**src/rtl/mcu_pkg.sv**
```systemverilog
// ****************************************
// shared definitions for the 8051-subset MCU
// opcode bytes, SFR addresses, op codes and
// the structs passed between core stages
// import inside each module body
// ****************************************

package mcu_pkg;

    // program ROM is 4 KB, internal RAM 128 bytes
    localparam int ROM_AW = 12;
    localparam int RAM_AW = 7;

    // direct addresses mapped to ports
    localparam logic [7:0] SFR_P0 = 8'h80;
    localparam logic [7:0] SFR_P1 = 8'h90;

    // 8051 opcode bytes of the supported subset
    localparam logic [7:0] OPC_NOP         = 8'h00;
    localparam logic [7:0] OPC_INC_A       = 8'h04;
    localparam logic [7:0] OPC_ADD_IMM     = 8'h24;
    localparam logic [7:0] OPC_ADD_DIR     = 8'h25;
    localparam logic [7:0] OPC_ORL_IMM     = 8'h44;
    localparam logic [7:0] OPC_ANL_IMM     = 8'h54;
    localparam logic [7:0] OPC_JZ          = 8'h60;
    localparam logic [7:0] OPC_XRL_IMM     = 8'h64;
    localparam logic [7:0] OPC_JNZ         = 8'h70;
    localparam logic [7:0] OPC_MOV_A_IMM   = 8'h74;
    localparam logic [7:0] OPC_MOV_DIR_IMM = 8'h75;
    localparam logic [7:0] OPC_SJMP        = 8'h80;
    localparam logic [7:0] OPC_MOV_DPTR    = 8'h90;
    localparam logic [7:0] OPC_MOVX_RD     = 8'hE0;
    localparam logic [7:0] OPC_MOV_A_DIR   = 8'hE5;
    localparam logic [7:0] OPC_MOVX_WR     = 8'hF0;
    localparam logic [7:0] OPC_MOV_DIR_A   = 8'hF5;

    typedef enum logic [4:0] {
        OP_NOP, OP_MOV_A_IMM, OP_MOV_A_DIR, OP_MOV_DIR_A, OP_MOV_DIR_IMM,
        OP_ADD_IMM, OP_ADD_DIR, OP_ANL_IMM, OP_ORL_IMM, OP_XRL_IMM,
        OP_INC_A, OP_MOV_DPTR, OP_MOVX_RD, OP_MOVX_WR, OP_SJMP, OP_JZ, OP_JNZ
    } op_e;

    // decoded instruction, 37 bits
    typedef struct packed {
        op_e         op;
        logic [7:0]  b1;
        logic [7:0]  b2;
        logic [15:0] next_pc;
    } instr_t;

    // execute to result
    typedef struct packed {
        op_e         op;
        logic [7:0]  value;
        logic        carry;
        logic        wr_a;
        logic        wr_dir;
        logic        wr_dptr;
        logic        take_branch;
        logic [7:0]  dir_addr;
        logic [15:0] dptr_val;
        logic [15:0] new_pc;
    } exec_t;

    // external data bus, 26 bits
    typedef struct packed {
        logic [15:0] addr;
        logic [7:0]  dout;
        logic        wr;
        logic        acc;
    } xbus_t;

endpackage

```
**src/rtl/mcu_execute.sv**
```systemverilog
// ****************************************
// execute stage of the MCU core
// operand select, ALU, branch target and
// MOVX strobes, one instruction at a time
// ****************************************

module mcu_execute (
    input  logic                       clk,
    input  logic                       rst_n_i,
    input  logic                       cen_i,
    input  mcu_pkg::instr_t            instr_i,
    input  logic                       instr_vld_i,
    input  logic [7:0]                 acc_i,
    input  logic                       carry_i,
    input  logic [15:0]                dptr_i,
    input  logic [7:0]                 p0_i,
    input  logic [7:0]                 p1_latch_i,
    input  logic [7:0]                 ram_q_i,
    input  logic [7:0]                 x_din_i,
    output logic [mcu_pkg::RAM_AW-1:0] ram_addr_o,
    output mcu_pkg::exec_t             exec_o,
    output logic                       exec_vld_o,
    output mcu_pkg::xbus_t             xbus_o
);
    import mcu_pkg::*;

    typedef enum logic [1:0] {ST_IDLE, ST_WAIT, ST_EXEC} state_e;

    state_e      state;
    instr_t      ir;
    logic [7:0]  dir_val;
    logic [7:0]  opnd;
    logic [8:0]  sum;
    logic [15:0] target;

    always_ff @(posedge clk) begin
        if (!rst_n_i) begin
            state <= ST_IDLE;
        end else if (cen_i) begin
            case (state)
                ST_IDLE: begin
                    // RAM and external reads need a cycle for data
                    if (instr_vld_i) begin
                        state <= (instr_i.op inside {OP_MOV_A_DIR, OP_ADD_DIR, OP_MOVX_RD})
                                 ? ST_WAIT : ST_EXEC;
                    end
                end
                ST_WAIT: state <= ST_EXEC;
                default: state <= ST_IDLE;
            endcase
        end
    end

    always_ff @(posedge clk) begin
        if (cen_i && instr_vld_i && state == ST_IDLE) begin
            ir <= instr_i;
        end
    end

    // also the write address at commit
    assign ram_addr_o = ir.b1[RAM_AW-1:0];
    assign exec_vld_o = (state == ST_EXEC);

    always_comb begin
        // direct source, unmapped SFRs read 0
        if (ir.b1 == SFR_P0) begin
            dir_val = p0_i;
        end else if (ir.b1 == SFR_P1) begin
            dir_val = p1_latch_i;
        end else if (!ir.b1[7]) begin
            dir_val = ram_q_i;
        end else begin
            dir_val = 8'h00;
        end
        opnd   = (ir.op == OP_ADD_DIR) ? dir_val : ir.b1;
        sum    = {1'b0, acc_i} + {1'b0, opnd};
        target = ir.next_pc + {{8{ir.b1[7]}}, ir.b1};

        exec_o          = '0;
        exec_o.op       = ir.op;
        exec_o.carry    = carry_i;
        exec_o.dir_addr = ir.b1;
        exec_o.dptr_val = {ir.b1, ir.b2};
        case (ir.op)
            OP_MOV_A_IMM:   exec_o.value = ir.b1;
            OP_MOV_A_DIR:   exec_o.value = dir_val;
            OP_MOV_DIR_A:   exec_o.value = acc_i;
            OP_MOV_DIR_IMM: exec_o.value = ir.b2;
            OP_ANL_IMM:     exec_o.value = acc_i & ir.b1;
            OP_ORL_IMM:     exec_o.value = acc_i | ir.b1;
            OP_XRL_IMM:     exec_o.value = acc_i ^ ir.b1;
            // carry untouched on INC
            OP_INC_A:       exec_o.value = acc_i + 8'd1;
            OP_MOVX_RD:     exec_o.value = x_din_i;
            OP_ADD_IMM, OP_ADD_DIR: begin
                exec_o.value = sum[7:0];
                exec_o.carry = sum[8];
            end
            default:        exec_o.value = 8'h00;
        endcase
        exec_o.wr_a        = ir.op inside {OP_MOV_A_IMM, OP_MOV_A_DIR, OP_ADD_IMM,
                                           OP_ADD_DIR, OP_ANL_IMM, OP_ORL_IMM,
                                           OP_XRL_IMM, OP_INC_A, OP_MOVX_RD};
        exec_o.wr_dir      = ir.op inside {OP_MOV_DIR_A, OP_MOV_DIR_IMM};
        exec_o.wr_dptr     = (ir.op == OP_MOV_DPTR);
        exec_o.take_branch = (ir.op == OP_SJMP)
                             || (ir.op == OP_JZ && acc_i == 8'h00)
                             || (ir.op == OP_JNZ && acc_i != 8'h00);
        exec_o.new_pc      = exec_o.take_branch ? target : ir.next_pc;
    end

    // MOVX strobes, one clk wide
    always_comb begin
        xbus_o.addr = dptr_i;
        xbus_o.dout = acc_i;
        xbus_o.wr   = cen_i && state == ST_EXEC && ir.op == OP_MOVX_WR;
        xbus_o.acc  = xbus_o.wr || (cen_i && state == ST_WAIT && ir.op == OP_MOVX_RD);
    end

    // decode hands over only to an idle execute stage
    a_instr_when_idle: assert property (@(posedge clk) disable iff (!rst_n_i)
        cen_i && instr_vld_i |-> state == ST_IDLE);

endmodule

```
**config.mk**
```make
export PLATFORM = sky130hd
export DESIGN_NAME = mcu_execute
export DESIGN_NICKNAME = d
export VERILOG_FILES = /design/src/rtl/mcu_pkg.sv /design/src/rtl/mcu_execute.sv
export SDC_FILE = /design/constraint.sdc
export NUM_CORES = 1
export LEC_CHECK = 0
export ABC_AREA = 1
export BUFFER_PORTS_ARGS = -buffer_cell sky130_fd_sc_hd__buf_2
export CAP_MARGIN = 20
export CORE_UTILIZATION = 40
export DETAILED_ROUTE_END_ITERATION = 10
export PLACE_DENSITY = 0.75
export SYNTH_ARGS = -nofsm -noshare
export SYNTH_HDL_FRONTEND = slang
export SYNTH_SLANG_ARGS = --single-unit
```
**constraint.sdc**
```tcl
create_clock -name clk -period 5.23 [get_ports clk]
set_input_delay 0.523 -clock clk [delete_from_list [all_inputs] [get_ports clk]]
set_output_delay 0.523 -clock clk [all_outputs]
set_load 0.01 [all_outputs]
```
# [Yosys cells after proc, flatten, opt, wreduce, memory -nomap -nowiden]
# Cells that the tools add are included.
[word_totals] inputBits=98 word_cells=64 output_inout_bits=92 reg_bits=39
[op_classes] reduce_logical=19 muxes=10 eq_ne=24 addsub=3 bitwise=3
[op_table] operator="case mux 8 bit (10 select lines)" n=1
[op_table] operator="== test 5 x 4 -> 1 bit (second input constant)" n=9
[op_table] operator="two-way mux 8 bit" n=4
[op_table] operator="== test 5 x 3 -> 1 bit (second input constant)" n=5
[op_table] operator="adder 16 bit" n=1
[op_table] operator="== test 8 bit (second input constant)" n=2
[op_table] operator="two-way mux 16 bit" n=1
[op_table] operator="== test 5 x 2 -> 1 bit (second input constant)" n=3
[op_table] operator="adder 8 x 8 -> 9 bit" n=1
[op_table] operator="nonzero test 9 bit" n=1
[op_table] operator="adder 8 x 1 -> 8 bit (second input constant)" n=1
[op_table] operator="AND 8 bit" n=1
[op_table] operator="logical AND 1 bit" n=8
[op_table] operator="zero test 8 bit" n=1
[op_table] operator="bitwise OR 8 bit" n=1
[op_table] operator="nonzero test 8 bit" n=1
[op_table] operator="bitwise XOR 8 bit" n=1
[op_table] operator="== test 5 x 1 -> 1 bit (second input constant)" n=1
[op_table] operator="== test 5 bit (second input constant)" n=1
[op_table] operator="two-way mux 2 bit" n=2
[op_table] operator="case mux 2 bit (2 select lines)" n=1
[op_table] operator="logical OR 1 bit" n=3
[op_table] operator="nonzero test 3 bit" n=1
[op_table] operator="== test 2 x 1 -> 1 bit (second input constant)" n=1
[op_table] operator="other kinds (7)" n=7

# [Logic depth before layout (Yosys ltp)]
[depth] ltp_word=6 depth_mapped=17 ltp_nobuf=16

# [Least setup slack after synthesis]
# Ideal clock, no wire load.
[synth_timing] kind="input to register" from="input instr_vld_i" to="register ir (netlist bit exec_o[16]), enable pin" setup_time_ps=524 setup_slack_ps=580 path_stages=2 required_ps=4706 t_arrival_ps=4126 n_path_buf=0 path_cell_list="inv_1 > nor4_1"
[synth_between] elab_chain_cells=2
[synth_lines] element="from (decl)" line_no="mcu_execute.sv:12" source="input logic instr_vld_i,"
[synth_lines] element="logical AND 1 bit (2 in a row)" line_no="mcu_execute.sv:55" source="if (cen_i && instr_vld_i && state == ST_IDLE) begin"
[synth_lines] element="to (signal assigned)" line_no="mcu_execute.sv:56" source="ir <= instr_i;"
[synth_lines] element="to (decl)" line_no="mcu_execute.sv:30" source="instr_t ir;"
# No other way between the ends.
# A chain may end at the register's enable or synchronous reset.

==> flow_summary_export.csv <==
group,metric,value,unit
global_route,antenna_found_initial,0,
floorplanning,io_pins,190,
synth,synth_top_family_by_area,"simple AND/OR/NAND/NOR gates",
global_route,grt_start_max_net_pins,34,
synth,ys_ff_latch,39,
routing,antenna_left,0,
synth,synth_compound_area_share,7.03,%
routing,vias_per_cell,4.95,
clocking,hold_buffers,0,
global_route,grtUsageTotal,22.7,%
pwr,p_switching,311,µW
sta,fin_skew,0.00483,ns
sta,grt_setup_unrepaired,"false",
routing,drc,0,
critical_path,path_class,"flip-flop to output pin",
final_layout,seq_area,1150,µm²
final_layout,multi_input_area,2670,µm²
critical_path,critPathCaptureType,"output pin",
floorplanning,start_util,41.0,%
final_layout,nets,942,
pwr,power.internal,664,µW
final_layout,area_growth,13.1,%
run_status,status,"finished clean",
final_layout,final_common_cell,"nand2_1",
sta,worstMarginPinSlew,0.626,ns
routing,finalWirelength,13600,µm
floorplanning,dieArea,12100,µm²
pwr,p_comb_share,29.8,%
floorplanning,die_h,110,µm
sta,finalCritPeriodShare,75.9,%
sta,slew_headroom,57.9,%
global_route,top_usage_layer,"met2",
clocking,cts_buffers,5,
routing,drt-initial-drc-count,416,
clocking,cts_sinks,39,
placed_design,io_buffers,157,
clocking,clock_latency,0.28,ns
placed_design,placed_cells,937,
synth,ys_types,36,
floorplanning,fp.dieW,110,µm
synth,synthMuxAreaShare,0,%
pwr,clockPowerShare,31.2,%
clocking,cts_setup_buffers,0,
final_layout,n_antenna_cell,0,
routing,drtPass1Iterations,5,
routing,vias,4678,
synth,synth-xor-area-share,1.87,%
sta,finalHoldViolations,0,
synth,syn_avg_cell_area,6.67,µm²
synth,postSynthNetCount,843,
clocking,cts_tree,"built",
sta,max_freq,252,MHz
synth,yosysTopAreaCell,"edfxtp_1",
floorplanning,rows,39,
synth,synthTopCellsByArea,"edfxtp_1, nand2_1, ha_1",
synth,ys_seq_area_share,24.6,%
pwr,swShare,31.9,%
global_route,overflow,0,
final_layout,drive_gt1_share,25.3,%
clocking,h-tree-depth,2,
pwr,vdd_drop_max,0.183,mV
global_route,grt_pass1_vias,4136,
sta,slew_violations,0,
sta,setup_viol,0,
final_layout,fillers,1210,
global_route,grt_util_met3,2.94,%
placed_design,gp_congestion,0.945,
global_route,met1_usage,30.6,%
sta,period_needed,3.97,ns
job,maxCapViolCount,0,
global_route,grt_use_met2,37.4,%
clocking,cts_resized,0,
critical_path,crit_path_start_kind,"flip-flop",
clocking,clock_path_buffers,2,
sta,final.setup.tns,0,ns
clocking,cts-root-buf,"clkbuf_16",
synth,ys_warn_count,0,
placed_design,dp_hpwl,11000,µm
critical_path,cp.required,4.71,ns
routing,routedWlPerCell,14.4,µm
pwr,total_power,975,µW
worst_hold_path,hold_path_class,"primary input to flip-flop",
pwr,powerDensity,184,nW/µm²
synth,synthAdderAreaFrac,11.8,%
pwr,p_leak,0.00284,µW
final_layout,stdcell_count,945,
synth,syn_inst,702,
synth,synth-simple-area-share,36.2,%
critical_path,worst-path-max-fanout,20,
global_route,grt_pass1_wl,20600,µm
clocking,clk_pin_slew,0.06,ns
critical_path,arrival,3.45,ns
final_layout,final_cell_mix,"nand2_1, buf_2, inv_1, nand3_1, nor2_1",
synth,synth_top_area_share,23.7,%
synth,syn-cell-area,4680,µm²
floorplanning,fp.coreArea,11400,µm²
pwr,p_seq_share,39.0,%
-- flip-flops by register name, indices dropped and copies added, names as in the netlist --
signal  flops
ir         16
state       2
exec_o     21
-- path summary, 6_finish.rpt --
path	cells past startpoint	slack, ns	endpoint	start
max reg2reg	2	3.41	exec_o[25]$_DFFE_PP_	state[0]$_SDFFE_PN0P_
max	14	1.26	exec_o[48]	exec_o[31]$_DFFE_PP_
min	1	0.41	ir[2]$_DFFE_PP_	instr_i[2]
min reg2reg	2	0.62	state[0]$_SDFFE_PN0P_	state[0]$_SDFFE_PN0P_
-- synthesized netlist by cell type --
cell and n:
nor4_1 2, o211ai_1 9, buf_6 5, nand2_1 218, nor2_4 1, xor2_1 4, clkinv_1 1, ha_1 41
nand2_2 4, inv_1 82, a21oi_1 19, a31o_2 1, dfxtp_1 2, edfxtp_1 37, nand3_1 71, o21ai_1 8
nand3b_1 2, and2_1 2, nand3_2 2, nor3b_1 1, nor3_1 6, buf_2 1, nor2_1 50, xnor2_1 6
nor2_2 12, or2_0 1, or2_2 5, inv_2 11, or2_1 1, o22ai_1 1, nand4_1 13, a211oi_1 1
fa_1 2, o21ai_0 19, buf_4 60, o21ai_2 1
-- power by group through the flow --
stage               Combinational (µW)  Sequential (µW)  Clock, µW
finish                             290              380        304
detailed placement                 287              387          0
global placement                   287              387          0
CTS                                289              381        310
global route                       329              383        319
floorplan                          213              382          0
-- layout make-up --
| class | instances | area share [%] |
|---|---|---|
| clock buffer | 7 | 2.69 |
| clock inverter | 1 | 0.0945 |
| inverter | 94 | 6.66 |
| multi-input combinational | 503 | 50.4 |
| sequential | 39 | 21.7 |
| tap | 143 | 3.38 |
| timing repair buffer | 158 | 15.0 |
-- stage by stage --
| step | worst slack [ns] | hold WS (ns) | utilization (%) | instance area, µm² |
|---|---|---|---|---|
| 6_report | 1.26 | 0.412 | 46.4 | 5300 |
| 5_1_grt | 0.924 | 0.407 | 46.4 | 5300 |
| 4_1_cts | 1.30 | 0.407 | 46.4 | 5300 |
| 3_5_place_dp | 1.61 | 0.599 | 45.1 | 5150 |
| 3_3_place_gp | 1.66 | 0.585 | 45.1 | 5150 |
| 2_1_floorplan | 0.580 | 0.546 | - | 4680 |
-- critical path, cell delays in order (launching register included) --
cell	delay [ns]
edfxtp_1	0.73
nand2_1	0.23
nor2_2	0.19
nand2_2	0.23
nand3_1	0.21
o21ai_0	0.10
o21ai_0	0.20
ha_1	0.34
a21oi_1	0.20
nand2_1	0.12
xnor2_1	0.15
nor2_1	0.05
nor2_1	0.19
nand3_1	0.09
buf_2	0.15
-- per-layer routing --
layer / vias to the layer above / share of wire [%]
li1: 2412 / -
met1: 2040 / 46
met2: 202 / 45
met3: 24 / 7.5
met4: 0 / 2.0
met5: - / 0
-- cell families after synthesis --
kind of cell / after synthesis
AO/OA/AOI/OAI: 59
XOR/XNOR: 10
adder cells (fa/ha/maj): 43
buffers and inverters: 160
flip-flops: 39
AND/OR/NAND/NOR: 391
No activity file was read; power rests on OpenSTA's default activity.
