[config.mk]
export PLATFORM = sky130hd
export DESIGN_NAME = mcu_decode
export DESIGN_NICKNAME = d
export VERILOG_FILES = /design/src/rtl/mcu_pkg.sv /design/src/rtl/mcu_decode.sv
export SDC_FILE = /design/constraint.sdc
export NUM_CORES = 1
export LEC_CHECK = 0
export BUFFER_PORTS_ARGS = -buffer_cell sky130_fd_sc_hd__buf_4
export CAP_MARGIN = 0
export CORE_MARGIN = 3
export CORE_UTILIZATION = 45
export DETAILED_ROUTE_END_ITERATION = 7
export PLACE_DENSITY_LB_ADDON = 0.2
export SLEW_MARGIN = 20
export SYNTH_ARGS = -nofsm -noshare
export SYNTH_HDL_FRONTEND = slang
export SYNTH_SLANG_ARGS = --single-unit
[constraint.sdc]
create_clock -name clk -period 3.2 [get_ports clk]
set_clock_uncertainty 0.1 [all_clocks]
set_input_delay 0.32 -clock clk [delete_from_list [all_inputs] [get_ports clk]]
set_output_delay 0.32 -clock clk [all_outputs]
set_load 0.005 [all_outputs]
[src/rtl/mcu_pkg.sv]
// ****************************************
// shared definitions for the 8051-subset MCU
// opcode bytes, SFR addresses, op codes and
// the structs passed between core stages
// import inside each module body
// ****************************************

package mcu_pkg;

    // program ROM is 4 KB, internal RAM 128 bytes
    localparam int ROM_AW = 12;
    localparam int RAM_AW = 7;

    // direct addresses mapped to ports
    localparam logic [7:0] SFR_P0 = 8'h80;
    localparam logic [7:0] SFR_P1 = 8'h90;

    // 8051 opcode bytes of the supported subset
    localparam logic [7:0] OPC_NOP         = 8'h00;
    localparam logic [7:0] OPC_INC_A       = 8'h04;
    localparam logic [7:0] OPC_ADD_IMM     = 8'h24;
    localparam logic [7:0] OPC_ADD_DIR     = 8'h25;
    localparam logic [7:0] OPC_ORL_IMM     = 8'h44;
    localparam logic [7:0] OPC_ANL_IMM     = 8'h54;
    localparam logic [7:0] OPC_JZ          = 8'h60;
    localparam logic [7:0] OPC_XRL_IMM     = 8'h64;
    localparam logic [7:0] OPC_JNZ         = 8'h70;
    localparam logic [7:0] OPC_MOV_A_IMM   = 8'h74;
    localparam logic [7:0] OPC_MOV_DIR_IMM = 8'h75;
    localparam logic [7:0] OPC_SJMP        = 8'h80;
    localparam logic [7:0] OPC_MOV_DPTR    = 8'h90;
    localparam logic [7:0] OPC_MOVX_RD     = 8'hE0;
    localparam logic [7:0] OPC_MOV_A_DIR   = 8'hE5;
    localparam logic [7:0] OPC_MOVX_WR     = 8'hF0;
    localparam logic [7:0] OPC_MOV_DIR_A   = 8'hF5;

    typedef enum logic [4:0] {
        OP_NOP, OP_MOV_A_IMM, OP_MOV_A_DIR, OP_MOV_DIR_A, OP_MOV_DIR_IMM,
        OP_ADD_IMM, OP_ADD_DIR, OP_ANL_IMM, OP_ORL_IMM, OP_XRL_IMM,
        OP_INC_A, OP_MOV_DPTR, OP_MOVX_RD, OP_MOVX_WR, OP_SJMP, OP_JZ, OP_JNZ
    } op_e;

    // decoded instruction, 37 bits
    typedef struct packed {
        op_e         op;
        logic [7:0]  b1;
        logic [7:0]  b2;
        logic [15:0] next_pc;
    } instr_t;

    // execute to result
    typedef struct packed {
        op_e         op;
        logic [7:0]  value;
        logic        carry;
        logic        wr_a;
        logic        wr_dir;
        logic        wr_dptr;
        logic        take_branch;
        logic [7:0]  dir_addr;
        logic [15:0] dptr_val;
        logic [15:0] new_pc;
    } exec_t;

    // external data bus, 26 bits
    typedef struct packed {
        logic [15:0] addr;
        logic [7:0]  dout;
        logic        wr;
        logic        acc;
    } xbus_t;

endpackage

[src/rtl/mcu_decode.sv]
// ****************************************
// fetch sequencer of the MCU core
// reads 1 to 3 bytes from program ROM,
// emits one decoded instruction and idles
// until result redirects the PC
// ****************************************

module mcu_decode (
    input  logic                       clk,
    input  logic                       rst_n_i,
    input  logic                       cen_i,
    input  logic [7:0]                 rom_data_i,
    input  logic                       redirect_i,
    input  logic [15:0]                redirect_pc_i,
    output logic [mcu_pkg::ROM_AW-1:0] rom_addr_o,
    output mcu_pkg::instr_t            instr_o,
    output logic                       instr_vld_o
);
    import mcu_pkg::*;

    typedef enum logic [2:0] {ST_ADDR, ST_B0, ST_B1, ST_B2, ST_WAIT} state_e;

    state_e      state;
    logic [15:0] fetch_pc;
    logic [1:0]  len_q;
    op_e         dec_op;
    logic [1:0]  dec_len;

    // opcode byte to op and length
    always_comb begin
        dec_len = 2'd2;
        case (rom_data_i)
            OPC_MOV_A_IMM:   dec_op = OP_MOV_A_IMM;
            OPC_MOV_A_DIR:   dec_op = OP_MOV_A_DIR;
            OPC_MOV_DIR_A:   dec_op = OP_MOV_DIR_A;
            OPC_ADD_IMM:     dec_op = OP_ADD_IMM;
            OPC_ADD_DIR:     dec_op = OP_ADD_DIR;
            OPC_ANL_IMM:     dec_op = OP_ANL_IMM;
            OPC_ORL_IMM:     dec_op = OP_ORL_IMM;
            OPC_XRL_IMM:     dec_op = OP_XRL_IMM;
            OPC_SJMP:        dec_op = OP_SJMP;
            OPC_JZ:          dec_op = OP_JZ;
            OPC_JNZ:         dec_op = OP_JNZ;
            OPC_MOV_DIR_IMM: begin
                dec_op  = OP_MOV_DIR_IMM;
                dec_len = 2'd3;
            end
            OPC_MOV_DPTR: begin
                dec_op  = OP_MOV_DPTR;
                dec_len = 2'd3;
            end
            OPC_INC_A: begin
                dec_op  = OP_INC_A;
                dec_len = 2'd1;
            end
            OPC_MOVX_RD: begin
                dec_op  = OP_MOVX_RD;
                dec_len = 2'd1;
            end
            OPC_MOVX_WR: begin
                dec_op  = OP_MOVX_WR;
                dec_len = 2'd1;
            end
            // unknown opcodes run as NOP
            default: begin
                dec_op  = OP_NOP;
                dec_len = 2'd1;
            end
        endcase
    end

    // redirect target goes straight to the ROM, saves a cycle
    assign rom_addr_o = (state == ST_WAIT && redirect_i) ? redirect_pc_i[ROM_AW-1:0]
                                                        : fetch_pc[ROM_AW-1:0];

    always_ff @(posedge clk) begin
        if (!rst_n_i) begin
            state       <= ST_ADDR;
            fetch_pc    <= '0;
            len_q       <= 2'd1;
            instr_vld_o <= 1'b0;
        end else if (cen_i) begin
            instr_vld_o <= 1'b0;
            case (state)
                ST_ADDR: begin
                    fetch_pc <= fetch_pc + 16'd1;
                    state    <= ST_B0;
                end
                ST_B0: begin
                    len_q <= dec_len;
                    if (dec_len == 2'd1) begin
                        instr_vld_o <= 1'b1;
                        state       <= ST_WAIT;
                    end else begin
                        fetch_pc <= fetch_pc + 16'd1;
                        state    <= ST_B1;
                    end
                end
                ST_B1: begin
                    if (len_q == 2'd2) begin
                        instr_vld_o <= 1'b1;
                        state       <= ST_WAIT;
                    end else begin
                        fetch_pc <= fetch_pc + 16'd1;
                        state    <= ST_B2;
                    end
                end
                ST_B2: begin
                    instr_vld_o <= 1'b1;
                    state       <= ST_WAIT;
                end
                default: begin
                    // ROM already holds the byte at redirect_pc
                    if (redirect_i) begin
                        fetch_pc <= redirect_pc_i + 16'd1;
                        state    <= ST_B0;
                    end
                end
            endcase
        end
    end

    // fetch_pc always points one past the last byte taken
    always_ff @(posedge clk) begin
        if (cen_i) begin
            case (state)
                ST_B0: begin
                    instr_o.op      <= dec_op;
                    instr_o.next_pc <= fetch_pc;
                end
                ST_B1: begin
                    instr_o.b1      <= rom_data_i;
                    instr_o.next_pc <= fetch_pc;
                end
                ST_B2: begin
                    instr_o.b2      <= rom_data_i;
                    instr_o.next_pc <= fetch_pc;
                end
                default: ;
            endcase
        end
    end

    // one instruction in flight
    a_one_in_flight: assert property (@(posedge clk) disable iff (!rst_n_i)
        cen_i && instr_vld_o |=> !(cen_i && instr_vld_o) until redirect_i);

    // programs stay inside the 4 KB ROM
    a_pc_in_rom: assert property (@(posedge clk) disable iff (!rst_n_i)
        cen_i |-> fetch_pc[15:ROM_AW] == '0);

endmodule

After elaboration in Yosys (flattened, before gate mapping) --
Index checks and enable logic that the tools add are counted.
Operators by class: equality and inequality tests 24, add/sub/neg operators 2, reduce and logical (&&, ||, !) cells 13, muxes and demuxes 14, bitwise logic cells 1
Operators with widths (number):
- $pmux W5 S16 | 1
- $pmux W16 S4 | 1
- $eq A8 B7 Y1 const B | 7
- $eq A8 B8 Y1 const B | 6
- $mux W16 | 3
- $add A16 B1 Y16 const B | 2
- $eq A8 B6 Y1 const B | 2
- $mux W12 | 1
- $pmux W3 S4 | 1
- $reduce_or A11 Y1 | 1
- $reduce_and A2 Y1 | 5
- $mux W3 | 3
- $eq A8 B3 Y1 const B | 1
- $eq A3 B2 Y1 const B | 2
- $reduce_and A5 Y1 | 1
- $reduce_bool A5 Y1 | 1
- $ne A2 B2 Y1 const B | 2
- $pmux W2 S2 | 1
- $reduce_bool A4 Y1 | 1
- $eq A3 B1 Y1 const B | 1
- $eq A3 B3 Y1 const B | 1
- $logic_not A3 Y1 | 1
- $pmux W1 S3 | 1
- $reduce_or A3 Y1 | 1
- 6 further kinds | 7
Word-level totals: bits in registers 59, input port bits 28

Depth between registers and ports, before layout --
depth after elaboration 6, depth in mapped cells 14, depth with buffers taken out 10

Worst setup path before layout --
OpenSTA, ideal clock, no wires.
kind reg2reg, start point reg state[1], end point reg fetch_pc[14], path slack 0.245 ns, arrival time 2.733 ns, path buffers 5, required time 2.978 ns, cell stages (with the launch flop) 14, cells stage by stage dfxtp_1 -> clkbuf_1 -> a21o_1 -> buf_2 -> clkbuf_1 -> buf_1 -> nand2_1 -> nand2_1 -> ha_1 -> clkbuf_1 -> nand2_1 -> nor3_1 -> o21ai_0 -> a311o_1
On the way: cells in the longest elaborated chain, start to end 3, elaborated cells on any way between the ends 10, classes of those cells eq/ne (5); mux (1); bitwise (1); reduce/logical (3)
Ends and longest elaborated chain:
- from (decl) | RTL line mcu_decode.sv:23 | state_e state;
- from (signal assigned) | RTL line mcu_decode.sv:78 | state <= ST_ADDR;
- from (signal assigned) | RTL line mcu_decode.sv:87 | state <= ST_B0;
- from (signal assigned) | RTL line mcu_decode.sv:93 | state <= ST_WAIT;
- $eq A3 B2 Y1 (tied with other cells) | RTL line mcu_decode.sv:84 | case (state)
- $ne A2 B2 Y1 (no line) (tied with other cells)
- $reduce_and A5 Y1 (no line)
- to (signal assigned) | RTL line mcu_decode.sv:86 | fetch_pc <= fetch_pc + 16'd1;
- to (signal assigned) | RTL line mcu_decode.sv:95 | fetch_pc <= fetch_pc + 16'd1;
- to (signal assigned) | RTL line mcu_decode.sv:104 | fetch_pc <= fetch_pc + 16'd1;
- to (decl) | RTL line mcu_decode.sv:24 | logic [15:0] fetch_pc;
Several ways; a longest one is shown, not always the timed one. A chain may end at the register's enable or synchronous reset.

Worst setup path in the final report --
start point reg state[0], end point reg fetch_pc[11]
The elaborated chain is that of the path after synthesis.

==> summary.md <==
| Metric | Value |
|---|---|
| Post-Synth Simple-Gate Area | `22.1%` |
| Die H | `91.4 um` |
| WS Path Type | `register to register` |
| CTS Hold Buffers Added | `0` |
| Layout Nets | `450` |
| Die footprint | `8360 um^2` |
| Max clock buf depth | `2` |
| Via/cell ratio | `5.97` |
| Peak supply drop | `0.242 mV` |
| Most frequent cells in the layout | `buf_4 (85), nand2_1 (51), edfxtp_1 (37)` |
| Drt initial violations | `199` |
| Post-synthesis compound-gate area fraction | `20.0%` |
| RR Endpoint | `fetch_pc[11]` |
| Fin. max-slew vios | `0` |
| Synthesized area | `3280 um^2` |
| Xor/xnor cell area share of the yosys netlist | `0.800%` |
| Final wirelength | `8.66 mm` |
| PortBufs | `77` |
| Num ports | `78` |
| Syn. warnings | `0` |
| Vias in the first global route | `2856` |
| Grt ovf | `0` |
| Status | `finished, final reports clean` |
| Place WS | `743 ps` |
| RSZ-0062 raised after global routing | `false` |
| Routability cong. | `0.914` |
| Tot GR Track Use | `21.2%` |
| Crit Path Max Fanout | `29` |
| CTS tree | `done` |
| Yosys cell types | `61` |
| Hold Crit Class | `primary input to register` |
| Setup_tns | `0 ps` |
| Crit share post-route | `78.6%` |
| Crit path DAT | `2640 ps` |
| Layout area overhead | `25.3%` |
| Syn nets | `376` |
| WHS Endpoint | `instr_o[19]` |
| Wire per inst | `16.6 um` |
| Post-CTS Resized | `0` |
| Worst hold stages | `1` |
| Fraction of registers with async set or reset after synthesis | `0%` |
| Worst R2R Start | `state[0]` |
| Mux contribution to synthesized area | `5.98%` |
| Global-route wire length before repair | `14.3 mm` |
| Via count | `3108` |
| Die X | `91.4 um` |
| Worst-skew pair later-pin latency | `330 ps` |
| DPL Wire Length | `6.17 mm` |
| Detail Route Antenna Nets | `0` |
| Post-Synth Adder-Cell Area | `0.381%` |
| Hold Fails Final Rpt | `0` |
| Int Power | `0.00124 W` |
| Largest net degree at the start of global routing | `30` |
| Flop-to-flop setup slack | `680 ps` |
| Worst setup EP type | `register` |
| Relative slew slack | `43.5%` |
| Area contributors post-synth | `edfxtp_1 (34%), dfxtp_1 (13%), nand2_1 (5.8%)` |
| Largest area contributor in the netlist | `edfxtp_1` |
| DRC | `0` |
| Commonest non-fill, non-tap cell in the layout | `buf_4` |
| Final worst path period need | `2520 ps` |
| Post-synth EDFFs | `37` |
| Inserted Clock Buffers | `9` |
| Leak | `1.60 nW` |
| Max Cap Viol | `0` |
| Fmax achieved | `397 MHz` |
| Largest family of logic cells by synthesized area | `simple AND/OR/NAND/NOR gates` |
| Switch share | `26.8%` |
| Sequential area share after synthesis | `47.3%` |
| Final setup fails | `0` |
| Post-Syn Area per Cell | `9.46 um^2` |
| Worst path required time | `3330 ps` |
| P_sw | `0.000453 W` |
| Pwr Density | `411 nW/um^2` |
| Register share of total power | `50.7%` |
| Startpoint Class | `register` |
| Initial antenna violation count | `0` |
| FF+latch count, synth | `59` |
| Worst Setup Slack, final | `684 ps` |
| Hold Crit Start | `rom_data_i[3]` |
| Measured slew at the worst slew-check pin | `847 ps` |
| Area of the core | `6940 um^2` |
| Worst hold slack | `104 ps` |
| # H-tree levels | `3` |
| Layout cells sized above 1 | `27.8%` |
| Reg clk slew, reported paths | `70 ps` |
| # rows | `30` |
| Most used DFF post-synth | `edfxtp_1` |
| Post-Synthesis Cells | `347` |
| Reg2reg path depth | `7` |
| Logic pwr share | `14.7%` |
| Starting density of the core | `47.3%` |
| CTS sink count | `59` |
| Diodes inserted | `0` |
| Clock power frac | `34.6%` |
| Post-CTS Setup Bufs | `0` |
| Root Buffer | `clkbuf_8` |
| Yosys top cell area share | `33.8%` |
| Drt first pass iters | `5` |
==> worst max-delay path, cell delays in order (launching register included) <==
cell	delay, ps
dfxtp_1	530
a21o_1	230
buf_4	330
nand4_1	330
o22ai_1	460
nand3_1	130
a32oi_1	210
a21oi_1	90
==> cell usage after synthesis (3+ instances only) <==
cell,count
nor2_1,14
a21o_1,4
xor2_1,3
nor3b_1,3
mux2_2,13
nand2_1,51
nor2b_1,5
and2_1,4
nand3b_1,4
nand4_1,5
nor4_1,3
nand3_1,21
edfxtp_1,37
clkbuf_1,14
dfxtp_1,22
a21oi_1,16
o21ai_0,27
nand2b_1,3
o211ai_1,5
inv_1,4
buf_2,5
mux2i_1,5
nor3_1,6
a211o_1,3
and3_1,12
o31a_1,3
o22ai_1,9
a31oi_1,8
==> flip-flops by register name, indices dropped and copies added (netlist names) <==
name / flops
state: 3
instr_o: 37
fetch_pc: 16
len_q: 2
instr_vld_o: 1
==> stage by stage <==
stage	instances	total power (W)	area (um^2)	util (%)
2_1_floorplan	347	0.00101	3280	-
6_report	521	0.00169	4110	59.2
3_5_place_dp	506	0.00112	3950	56.8
3_3_place_gp	506	0.00112	3950	56.8
4_1_cts	521	0.00171	4110	59.2
5_1_grt	521	0.00177	4110	59.2
==> kinds of logic (layout without fill, tap and decap cells) <==
logic type,count (synthesis),in the layout
and+or+nand+nor,141,141
adders and majority gates,1,1
AOI/OAI and AO/OA,99,99
DFF,59,59
muxes,18,18
buffers and inverters,26,104
xor gates and xnor gates,3,3
==> routing by layer <==
metal	track usage, %	wire, um	up-vias
met5	0	0	-
li1	-	-	1481
met2	32.2	3990	166
met4	7.54	121	0
met3	5.22	726	11
met1	29.2	3830	1450
==> layout make-up <==
class | instances | area, um^2
fillers | 612 | 2830
multi-input cells | 262 | 1620
flip-flops and latches | 59 | 1550
repair buffers | 85 | 638
clock buffers | 10 | 138
well taps | 96 | 120
clock inverters | 5 | 30.0
inverters | 4 | 15.0
==> worst max path at each step <==
stage                  startpoint      endpoint  slack, ps  cells after the start
CTS                      state[0]  fetch_pc[11]        760                      7
global route             state[0]   fetch_pc[8]        450                      9
global placement    rom_data_i[2]  fetch_pc[10]        730                      7
finish                   state[0]  fetch_pc[11]        680                      7
floorplan                state[1]  fetch_pc[14]        250                     13
detailed placement  rom_data_i[2]  fetch_pc[10]        740                      7
==> power groups by stage <==
| stage | logic (W) | clock network, W | registers, W |
|---|---|---|---|
| final | 0.000249 | 0.000585 | 0.000858 |
| after global routing | 0.000275 | 0.000634 | 0.000862 |
| after CTS | 0.000248 | 0.000602 | 0.000857 |
| after detailed placement | 0.000247 | 0 | 0.000874 |
| after global placement | 0.000245 | 0 | 0.000874 |
| after floorplan | 0.000143 | 0 | 0.000863 |
Note: power is estimated with default switching activity, not from simulation.
