## src/rtl/mcu_pkg.sv

```systemverilog
// ****************************************
// shared definitions for the 8051-subset MCU
// opcode bytes, SFR addresses, op codes and
// the structs passed between core stages
// import inside each module body
// ****************************************

package mcu_pkg;

    // program ROM is 4 KB, internal RAM 128 bytes
    localparam int ROM_AW = 12;
    localparam int RAM_AW = 7;

    // direct addresses mapped to ports
    localparam logic [7:0] SFR_P0 = 8'h80;
    localparam logic [7:0] SFR_P1 = 8'h90;

    // 8051 opcode bytes of the supported subset
    localparam logic [7:0] OPC_NOP         = 8'h00;
    localparam logic [7:0] OPC_INC_A       = 8'h04;
    localparam logic [7:0] OPC_ADD_IMM     = 8'h24;
    localparam logic [7:0] OPC_ADD_DIR     = 8'h25;
    localparam logic [7:0] OPC_ORL_IMM     = 8'h44;
    localparam logic [7:0] OPC_ANL_IMM     = 8'h54;
    localparam logic [7:0] OPC_JZ          = 8'h60;
    localparam logic [7:0] OPC_XRL_IMM     = 8'h64;
    localparam logic [7:0] OPC_JNZ         = 8'h70;
    localparam logic [7:0] OPC_MOV_A_IMM   = 8'h74;
    localparam logic [7:0] OPC_MOV_DIR_IMM = 8'h75;
    localparam logic [7:0] OPC_SJMP        = 8'h80;
    localparam logic [7:0] OPC_MOV_DPTR    = 8'h90;
    localparam logic [7:0] OPC_MOVX_RD     = 8'hE0;
    localparam logic [7:0] OPC_MOV_A_DIR   = 8'hE5;
    localparam logic [7:0] OPC_MOVX_WR     = 8'hF0;
    localparam logic [7:0] OPC_MOV_DIR_A   = 8'hF5;

    typedef enum logic [4:0] {
        OP_NOP, OP_MOV_A_IMM, OP_MOV_A_DIR, OP_MOV_DIR_A, OP_MOV_DIR_IMM,
        OP_ADD_IMM, OP_ADD_DIR, OP_ANL_IMM, OP_ORL_IMM, OP_XRL_IMM,
        OP_INC_A, OP_MOV_DPTR, OP_MOVX_RD, OP_MOVX_WR, OP_SJMP, OP_JZ, OP_JNZ
    } op_e;

    // decoded instruction, 37 bits
    typedef struct packed {
        op_e         op;
        logic [7:0]  b1;
        logic [7:0]  b2;
        logic [15:0] next_pc;
    } instr_t;

    // execute to result
    typedef struct packed {
        op_e         op;
        logic [7:0]  value;
        logic        carry;
        logic        wr_a;
        logic        wr_dir;
        logic        wr_dptr;
        logic        take_branch;
        logic [7:0]  dir_addr;
        logic [15:0] dptr_val;
        logic [15:0] new_pc;
    } exec_t;

    // external data bus, 26 bits
    typedef struct packed {
        logic [15:0] addr;
        logic [7:0]  dout;
        logic        wr;
        logic        acc;
    } xbus_t;

endpackage

```

## src/rtl/mcu_result.sv

```systemverilog
// ****************************************
// architectural state of the MCU core
// commits A, carry, DPTR, P1 and RAM writes
// then redirects fetch to the next PC
// ****************************************

module mcu_result (
    input  logic           clk,
    input  logic           rst_n_i,
    input  logic           cen_i,
    input  mcu_pkg::exec_t exec_i,
    input  logic           exec_vld_i,
    output logic [7:0]     acc_o,
    output logic           carry_o,
    output logic [15:0]    dptr_o,
    output logic [7:0]     p1_o,
    output logic           ram_we_o,
    output logic [7:0]     ram_din_o,
    output logic           redirect_o,
    output logic [15:0]    redirect_pc_o
);
    import mcu_pkg::*;

    // direct writes below 0x80 land in RAM
    assign ram_we_o  = exec_vld_i && exec_i.wr_dir && !exec_i.dir_addr[7];
    assign ram_din_o = exec_i.value;

    always_ff @(posedge clk) begin
        if (!rst_n_i) begin
            acc_o      <= 8'h00;
            carry_o    <= 1'b0;
            dptr_o     <= 16'h0000;
            p1_o       <= 8'hFF;
            redirect_o <= 1'b0;
        end else if (cen_i) begin
            redirect_o <= exec_vld_i;
            if (exec_vld_i) begin
                carry_o <= exec_i.carry;
                if (exec_i.wr_a) begin
                    acc_o <= exec_i.value;
                end
                if (exec_i.wr_dptr) begin
                    dptr_o <= exec_i.dptr_val;
                end
                // other SFR writes are dropped
                if (exec_i.wr_dir && exec_i.dir_addr == SFR_P1) begin
                    p1_o <= exec_i.value;
                end
            end
        end
    end

    always_ff @(posedge clk) begin
        if (cen_i && exec_vld_i) begin
            redirect_pc_o <= exec_i.new_pc;
        end
    end

    // only jumps may leave the sequential path
    a_branch_op: assert property (@(posedge clk) disable iff (!rst_n_i)
        exec_vld_i && exec_i.take_branch |-> exec_i.op inside {OP_SJMP, OP_JZ, OP_JNZ});

endmodule

```

## config.mk

```make
export PLATFORM = sky130hd
export DESIGN_NAME = mcu_result
export DESIGN_NICKNAME = d
export VERILOG_FILES = /design/src/rtl/mcu_pkg.sv /design/src/rtl/mcu_result.sv
export SDC_FILE = /design/constraint.sdc
export NUM_CORES = 1
export LEC_CHECK = 0
export BUFFER_PORTS_ARGS = -buffer_cell sky130_fd_sc_hd__buf_2
export CAP_MARGIN = 40
export CORE_UTILIZATION = 30
export CTS_CLUSTER_SIZE = 28
export DETAILED_ROUTE_END_ITERATION = 10
export GPL_TIMING_DRIVEN = 0
export RECOVER_POWER = 50
export SLEW_MARGIN = 10
export SYNTH_ARGS = -nofsm -noshare
export SYNTH_HDL_FRONTEND = slang
export SYNTH_SLANG_ARGS = --single-unit
```

## constraint.sdc

```tcl
create_clock -name clk -period 3.9 [get_ports clk]
set_input_delay 0.78 -clock clk [delete_from_list [all_inputs] [get_ports clk]]
set_output_delay 0.78 -clock clk [all_outputs]
set_load 0.005 [all_outputs]
```

# [Yosys cells after proc, flatten, opt, wreduce, memory -nomap -nowiden]
# Cells that the tools add are included.
[word_totals] reg_bits=50 inputBits=62 output_inout_bits=59 wordCells=16
[classes] eq_ne=1 reduce_logical=9
[op_table] cell="3-bit AND reduction" count=3
[op_table] cell="8-bit equality test, second input constant" count=1
[op_table] cell="1-bit logical AND" count=4
[op_table] cell="2-bit AND reduction" count=1
[op_table] cell="1-bit zero test" count=1

# [Depth between registers and ports, before layout]
# Gate-level depths: netlist (run 1).
[depth] word_depth=3 depth_mapped=5 ltp_nobuf=3

# [Least setup slack after synthesis (run 1)]
# Ideal clock, no wire load.
[synth_path] path_type="input port to flip-flop" from="in exec_i[34] (netlist name)" to="reg p1_o[0]" setup_ns=0.131 t_arrival_ns=1.860 t_required_ns=3.769 slack_ns=1.908 cell_stages=5 path_buffers=2 cell_sequence="or4b_4 -> buf_6 -> buf_8 -> o31ai_1 -> nand3b_1"
[synth_between] elab_chain_cells=3
[synth_lines] element="start, declared" line="mcu_result.sv:11" rtl="input mcu_pkg::exec_t exec_i,"
[synth_lines] element="8-bit equality test" line="mcu_result.sv:46" rtl="if (exec_i.wr_dir && exec_i.dir_addr == SFR_P1) begin"
[synth_lines] element="1-bit logical AND" line="mcu_result.sv:46"
[synth_lines] element="3-bit AND reduction (no source line)"
[synth_lines] element="end signal, assigned" line="mcu_result.sv:47" rtl="p1_o <= exec_i.value;"
[synth_lines] element="end, declared" line="mcu_result.sv:16" rtl="output logic [7:0] p1_o,"
# Every way passes these cells.
# A chain may end at the register's enable or synchronous reset.

# [Final worst setup path (run 1)]
[layout_path] from="in exec_vld_i" to="out ram_we_o"
[layout_between] elab_chain_cells=2
[layout_lines] element="start, declared" line="mcu_result.sv:12" rtl="input logic exec_vld_i,"
[layout_lines] element="1-bit logical AND (2 in a row)" line="mcu_result.sv:25" rtl="assign ram_we_o = exec_vld_i && exec_i.wr_dir && !exec_i.dir_addr[7];"
[layout_lines] element="end, declared" line="mcu_result.sv:17" rtl="output logic ram_we_o,"
# Every way passes these cells.

==> impl_metrics.tcl, run 1 <==
set metrics [dict create \
    synth.area.mux_share_pct 4.12 \
    finalNonFillerCells 376 \
    drt-total-wl_um 4640 \
    drt-wirelength-per-cell_um 12.3 \
    ys_warn_count 0 \
    grt_pass1_wl_um 6720 \
    num_antenna_cells 0 \
    layout_setup_ws_ns 1.91 \
    final_util_pct 44.5 \
    holdBufCountCts 0 \
    place_inst 368 \
    rows 28 \
    synth_fa_ha_area_share_pct 0 \
    cts_tree "yes" \
    fin_setup_tns_ns 0 \
    crit_arrival_ns 1.21 \
    cts_made_buffers 5 \
    netlist.area_leader.share_pct 35.0 \
    port-buffer-count 114 \
    start_util_pct 31.9 \
    cts_buffer_depth 2 \
    die_y_um 82.5 \
    vias_per_cell 4.43 \
    synth-compound-area-share_pct 10.0 \
    period_share_pct 51.1 \
    dr.pass1.iters 3 \
    cts_setup_buffers 0 \
    synth_ff_type "dfxtp_1" \
    synth_xor_area_share_pct 0 \
    setup_violations 0 \
    ys_seq_elements 50 \
    place_ws_ns 1.71 \
    clock_latency_ns 0.30 \
    coreArea_sq_um 6100 \
    synth_area_leaders "dfxtp_1 (35%), edfxtp_1 (25%), nand2_1 (6.6%)" \
    synth-simple-area-share_pct 18.0 \
    ys_types 24 \
    synthesis.area_sq_um 1940 \
    area_growth_syn_to_layout_pct 39.7 \
    synth_top_area_cell "dfxtp_1" \
    cp.required_ns 3.12 \
    power_density_nw_per_um2 404 \
    min_path_type "reg2reg" \
    holdWs_ns 0.456 \
    layout-drive-gt1-share_pct 36.5 \
    drtIter0Drc 35 \
    power_leakage_nw 1.20 \
    gp_congestion 0.705 \
    worst_slew_pin_slew_ns 0.584 \
    grt_pass1_vias 1476 \
    cts_sinks 50 \
    syn_avg_cell_area_sq_um 10.9 \
    vdd_ir_drop_max_v 0.000164 \
    io_pins 121 \
    drc 0 \
    crit_path_start_kind "input port" \
    grt_usage_pct 13.5 \
    finClkSkew_ns 0 \
    slew_headroom_pct 61.0 \
    synth-edff-count 16 \
    maxSlewViolCount 0 \
    grt_max_degree 17 \
    die_x_um 82.5 \
    dpl.hpwl_um 3580 \
    ctsResizeCount 0 \
    max_clock_freq_mhz 501 \
    syn_nets 241 \
    postRouteAntennaNets 0 \
    critPathCaptureType "primary output" \
    rsz0062_at_grt "no" \
    status "finished clean" \
    dieArea_sq_um 6800 \
    hold_violations 0 \
    cap_violations 0 \
    async_flop_share_pct 0 \
    worstSetupPathType "in2out" \
    ys_seq_area_share_pct 59.8 \
    htreeDepth 2 \
    clkTransAtPathRegs_ns 0.09 \
    crit_fanout 7 \
    nets 362 \
    root_buffer "clkbuf_8" \
    yosys-top-cells-count "dfxtp_1 (34), nand2_1 (34), edfxtp_1 (16), a21boi_0 (13), inv_1 (9)" \
    min_period_ns 1.99 \
    netlist_instances 179 \
    synth_top_family_by_area "simple AND/OR/NAND/NOR gates" \
    grt_overflow 0 \
    vias 1664 \
    antenna_found_initial 0 \
]
## sequential cells by signal, indices dropped and copies added, names as in the netlist
register,cells
acc_o,8
dptr_o,16
p1_o,8
redirect_o,1
redirect_pc_o,16
carry_o,1
## worst max-delay path: stages
cell and delay (ns):
buf_2 0.14, and3b_1 0.18, buf_2 0.12
## report_power, final
group | internal, mW | switching, mW
clock | 0.257 | 0.171
sequential | 0.558 | 0.00699
combinational | 0.0538 | 0.0486
total | 0.869 | 0.227
## cell type report
type / count / area (sq um)
multi-input cells: 101 / 626
clock buffers: 5 / 68.8
well taps: 75 / 93.8
plain buffers: 19 / 123
inverters: 9 / 33.8
repair buffers: 114 / 539
fillers: 641 / 3380
clock inverters: 3 / 68.8
flip-flops and latches: 50 / 1160
## layer usage
metal  up-vias  wire (um)  global-route usage [%]
li1        847          -                       -
met2        74       2150                    23.6
met4         0         51                    4.74
met1       738       2020                    15.1
met3         5        420                    4.51
met5         -          0                       0
## cells by family (layout without fill, tap and decap cells)
logic type | Yosys count | in the layout
and+or+nand+nor | 67 | 67
DFF | 50 | 50
buffers and inverters | 28 | 150
AOI/OAI and AO/OA | 26 | 26
muxes | 8 | 8
## worst paths after layout
check	from	to	slack (ns)	cells past startpoint
min reg2reg	dptr_o[5]	dptr_o[5]	0.46	2
max reg2reg	redirect_o	redirect_o	3.24	2
min	dptr_o[5]	dptr_o[5]	0.46	2
max	exec_vld_i	ram_we_o	1.91	3
## stage by stage
step	power [mW]	cell area [sq um]
6_report	1.10	2710
5_1_grt	1.15	2710
4_1_cts	1.12	2750
3_5_place_dp	0.684	2610
3_3_place_gp	0.682	2610
2_1_floorplan	0.619	1940
## placed cells by master, fill, tap and decap left out, types with 2 or more instances in the layout
master	n
a21boi_0	13
dfxtp_1	34
nor2b_1	8
edfxtp_1	16
nand2_1	34
clkbuf_1	31
nor4_1	8
o31ai_1	8
clkbuf_8	5
inv_1	9
mux2i_1	8
buf_4	8
a21boi_1	5
nand3b_1	8
bufinv_16	2
buf_2	91
nand3_1	3
No activity file was read; power rests on OpenSTA's default activity.
==> inputs of run 2 (changes only) <==
- clock period: 3.9 -> 2.05 ns (I/O delays scaled with it)
==> run 2 against run 1 <==
Worst hold slack worse by 0.17 ns. Combinational power is 89% higher. Via count about the same. Wire length is the same. Sequential power up 89%. Clock skew unchanged. Sequential share of layout area grew 0.099 points. Register-to-register slack got worse by 1.9 ns. Largest cell class unchanged. Utilization is 0.10 points lower. Clock power up 90%. Critical path type is now in2reg. First-iteration DRC count stayed put. Critical endpoint is now p1_o[2]. Non-clock buffer count stayed put.
==> impl_metrics.tcl, run 2 (synthesized netlist as in run 1, its figures left out) <==
set metrics [dict create \
    status "finished clean" \
    drt-wirelength-per-cell_um 12.3 \
    ff2ff_path_depth 2 \
    drtIter0Drc 35 \
    die_x_um 82.5 \
    max_clock_freq_mhz 654 \
    regToRegEndpoint "redirect_o" \
    multi_input_area_sq_um 626 \
    wl_met2_um 2140 \
    r2r-start "redirect_o" \
    dieArea_sq_um 6800 \
    m1WireLength_um 2020 \
    cts_tree "yes" \
    whs_path_depth 1 \
    min_path_type "in2reg" \
    grt_pass1_wl_um 6720 \
    reg.largest.list "dptr_o x16, redirect_pc_o x16" \
    cts_sinks 50 \
    holdBufCountCts 0 \
    cp_cell_sequence "clkbuf_1, nand4_1, buf_2, o31ai_1, nand3b_1" \
    whs_endpoint "redirect_pc_o[8]" \
    die_y_um 82.5 \
    power_leakage_nw 1.19 \
    postRouteAntennaNets 0 \
    vias_per_cell 4.43 \
    area_growth_syn_to_layout_pct 39.3 \
    drt-total-wl_um 4640 \
    power_density_nw_per_um2 769 \
    maxSlewViolCount 0 \
    grt_usage_pct 13.5 \
    grt_max_degree 17 \
    fin_setup_tns_ns 0 \
    crit_arrival_ns 1.70 \
    crit_fanout 10 \
    hold_violations 0 \
    cts_buffer_depth 2 \
    rsz0062_at_grt "no" \
    cp.required_ns 2.22 \
    finClkSkew_ns 0 \
    slew_headroom_pct 60.8 \
    root_buffer "clkbuf_8" \
    holdWs_ns 0.281 \
    worstHoldStart "exec_i[8]" \
    dpl.hpwl_um 3580 \
    antenna_found_initial 0 \
    gp_congestion 0.705 \
    vias 1665 \
    ctsResizeCount 0 \
    min_period_ns 1.53 \
    worst_slew_pin_slew_ns 0.587 \
    dr_wl_met3_um 428 \
    n_fill_cell 647 \
    port-buffer-count 114 \
    rows 28 \
    critical-path-slowest-cell "nand4_1" \
    dr.pass1.iters 2 \
    final_common_cell "buf_2" \
    cts_made_buffers 5 \
    clkTransAtPathRegs_ns 0.09 \
    start_util_pct 31.9 \
    slowest_delay_ns 0.39 \
    r2r_setup_slack_ns 1.39 \
    vdd_ir_drop_max_v 0.000312 \
    setup_violations 0 \
    io_pins 121 \
    num_antenna_cells 0 \
    clock_latency_ns 0.30 \
    nets 362 \
    mostFrequentLayoutCells "buf_2 (86), clkbuf_1 (36), nand2_1 (34), dfxtp_1 (34), edfxtp_1 (16)" \
    worstSetupPathType "in2reg" \
    cts_setup_buffers 0 \
    critPathCaptureType "flip-flop" \
    highest_layer "met4" \
    coreArea_sq_um 6100 \
    layout-drive-gt1-share_pct 34.9 \
    htreeDepth 2 \
    crit_path_start_kind "input port" \
    period_share_pct 74.6 \
    cap_violations 0 \
    drc 0 \
    seq_area_sq_um 1160 \
    grt_pass1_vias 1476 \
    grt_overflow 0 \
]
## run 2: power breakdown
| group | internal (mW) | switching, mW | total (mW) |
|---|---|---|---|
| Combinational | 0.100 | 0.0928 | 0.193 |
| Clock | 0.489 | 0.325 | 0.814 |
| Sequential | 1.06 | 0.0132 | 1.07 |
| Total | 1.65 | 0.431 | 2.08 |
## run 2: worst max path at each step
stage | start | end | slack, ns
3_3_place_gp | exec_i[33] | p1_o[7] | 0.25
4_1_cts | exec_i[33] | p1_o[7] | 0.56
3_5_place_dp | exec_i[33] | p1_o[5] | 0.23
5_1_grt | cen_i | p1_o[0] | 0.38
2_1_floorplan | exec_i[34] | p1_o[0] | 0.43
6_report | cen_i | p1_o[2] | 0.52
## run 2: critical path, delay by kind of cell
family	cells	cell delay [ns]
buffers and inverters	2	0.54
and+or+nand+nor	2	0.49
AOI/OAI and AO/OA	1	0.26
## run 2: through the flow
stage	worst slack [ns]	area (sq um)	util [%]	cells	power [mW]
2_1_floorplan	0.428	1940	-	179	1.18
3_3_place_gp	0.246	2610	42.8	368	1.30
4_1_cts	0.560	2750	45.0	376	2.13
6_report	0.521	2710	44.4	376	2.08
5_1_grt	0.383	2710	44.4	376	2.18
3_5_place_dp	0.233	2610	42.8	368	1.30
## run 2: per-layer routing
layer / track usage [%] / vias to the layer above
li1: - / 847
met1: 15.1 / 739
met2: 23.6 / 74
met3: 4.51 / 5
met4: 4.74 / 0
met5: 0 / -
## run 2: layout make-up
class / instances / area share, %
clock inverter: 3 / 2.54
multi-input combinational: 101 / 23.1
buffer: 19 / 4.53
inverter: 9 / 1.25
tap: 75 / 3.47
clock buffer: 5 / 2.54
sequential: 50 / 42.9
timing repair buffer: 114 / 19.7
==> inputs of run 3 (changes only) <==
- clock period: 2.05 -> 1.5 ns (I/O delays scaled with it)
==> run 3 against run 2 <==
Worst hold slack got worse by 0.11 ns. Critical path depth up 1. Critical endpoint unchanged. Count of clock-buffer cells in the layout unchanged. Sequential power increased by 37%. Clock skew unchanged. Final cell count stayed put. First-iteration DRC count increased by 40%. Total power up 19%. Setup slack got worse by 0.38 ns. Sequential share of layout area rose by 0.81 points. Critical path type unchanged. Largest cell class unchanged. Global-route usage grew 0.12 points.
==> impl_metrics.tcl, run 3 (synthesized netlist as in run 1, its figures left out) <==
set metrics [dict create \
    status "finished clean" \
    dr.pass1.iters 4 \
    drc 0 \
    cp_cell_sequence "buf_2, or3_1, buf_1, clkbuf_1, o31ai_1, nand3b_1" \
    nets 362 \
    slew_headroom_pct 62.9 \
    vdd_ir_drop_max_v 0.000452 \
    postRouteAntennaNets 0 \
    crit_path_start_kind "input port" \
    start_util_pct 31.9 \
    holdBufCountCts 0 \
    power_leakage_nw 1.17 \
    cts_made_buffers 5 \
    hold_violations 0 \
    worstSetupPathType "in2reg" \
    critPathCaptureType "flip-flop" \
    num_antenna_cells 0 \
    grt_overflow 0 \
    finClkSkew_ns 0 \
    min_path_type "in2reg" \
    port-buffer-count 114 \
    final_common_cell "buf_2" \
    power_mw 2.48 \
    maxSlewViolCount 0 \
    grt_usage_pct 13.6 \
    pwr-share-clk_pct 30.2 \
    r2r_setup_slack_ns 0.87 \
    drtIter0Drc 49 \
    htreeDepth 2 \
    cap_violations 0 \
    min_period_ns 1.36 \
    crit_arrival_ns 1.53 \
    dieArea_sq_um 6800 \
    clock_latency_ns 0.29 \
    sw_frac_of_total_pct 23.1 \
    cts_sinks 50 \
    coreArea_sq_um 6100 \
    area_growth_syn_to_layout_pct 36.8 \
    rows 28 \
    max_clock_freq_mhz 733 \
    layout-drive-gt1-share_pct 35.2 \
    p_int_mw 1.91 \
    vias 1654 \
    slowest_delay_ns 0.36 \
    cts_setup_buffers 0 \
    crit_fanout 10 \
    rsz0062_at_grt "no" \
    die_y_um 82.5 \
    worst-path-buf-inv 3 \
    vias_per_cell 4.40 \
    cts_buffer_depth 2 \
    worst_slew_pin_slew_ns 0.555 \
    critical-path-slowest-cell "or3_1" \
    power_density_nw_per_um2 935 \
    antenna_found_initial 0 \
    drt-total-wl_um 4630 \
    root_buffer "clkbuf_8" \
    gp_congestion 0.718 \
    io_pins 121 \
    pwr-share-seq_pct 59.1 \
    clkTransAtPathRegs_ns 0.09 \
    mostFrequentLayoutCells "buf_2 (88), nand2_1 (34), clkbuf_1 (34), dfxtp_1 (34), edfxtp_1 (16)" \
    period_share_pct 91.0 \
    grt_pass1_vias 1466 \
    fin_setup_tns_ns 0 \
    critPathTopFamily "buffers and inverters" \
    cts_tree "yes" \
    setup_violations 0 \
    dpl.hpwl_um 3590 \
    comb_power_share_pct 10.6 \
    grt_pass1_wl_um 6800 \
    die_x_um 82.5 \
    cp.required_ns 1.67 \
    reg.largest.list "dptr_o x16, redirect_pc_o x16" \
    drt-wirelength-per-cell_um 12.3 \
    grt_max_degree 17 \
    power.switching_uw 575 \
    holdWs_ns 0.176 \
    ctsResizeCount 0 \
]
==> run 3: cell count changes in the layout (fill, tap and decap cells not counted), sizes merged <==
cell | previous run | this run
clkinvlp | 0 | 1
bufinv | 2 | 0
buf | 97 | 99
clkbuf | 41 | 39
clkinv | 1 | 2
==> run 3: path summary, 6_finish.rpt <==
path,endpoint,startpoint,cells past startpoint
setup reg to reg,dptr_o[11],dptr_o[11],2
hold / removal,redirect_pc_o[8],exec_i[8],1
setup / recovery,p1_o[2],exec_i[33],6
hold reg to reg,dptr_o[5],dptr_o[5],2
==> run 3: metal layers <==
metal  wire length, um  GRT usage (%)  up-vias  share of wire (%)
met4                48           4.21        0                1.0
met1              2080           15.9      724                 45
met3               501           5.38        5                 11
met2              2000           22.6       76                 43
met5                 0              0        -                  0
li1                  -              -      849                  -
==> run 3: power by group through the flow <==
stage | combinational [mW] | sequential (mW) | clock [mW]
4_1_cts | 0.278 | 1.47 | 0.790
3_3_place_gp | 0.274 | 1.50 | 0
6_report | 0.264 | 1.47 | 0.751
5_1_grt | 0.303 | 1.48 | 0.841
3_5_place_dp | 0.277 | 1.50 | 0
2_1_floorplan | 0.103 | 1.51 | 0
==> run 3: layout make-up <==
cell class,instances,area [sq um]
Buffer,19,123
Clock buffer,5,68.8
Clock inverter,3,16.3
Fill cell,635,3440
Inverter,9,33.8
Multi-Input combinational cell,101,626
Sequential cell,50,1160
Tap cell,75,93.8
Timing Repair Buffer,114,536
==> run 3: worst reg2reg max path: cells and delay by family (launching register included) <==
family / cells / cell delay (ns)
AO/OA/AOI/OAI: 1 / 0.18
flip-flops: 1 / 0.33
AND/OR/NAND/NOR: 1 / 0.05
==> run 3: metrics by stage <==
stage               cells  area [sq um]  util [%]  worst slack, ns
finish                376          2660      43.6            0.136
global route          376          2660      43.6          0.00255
floorplan             179          1940         -         -0.00160
global placement      368          2610      42.8           -0.180
detailed placement    368          2610      42.8           -0.192
CTS                   376          2690      44.2            0.139
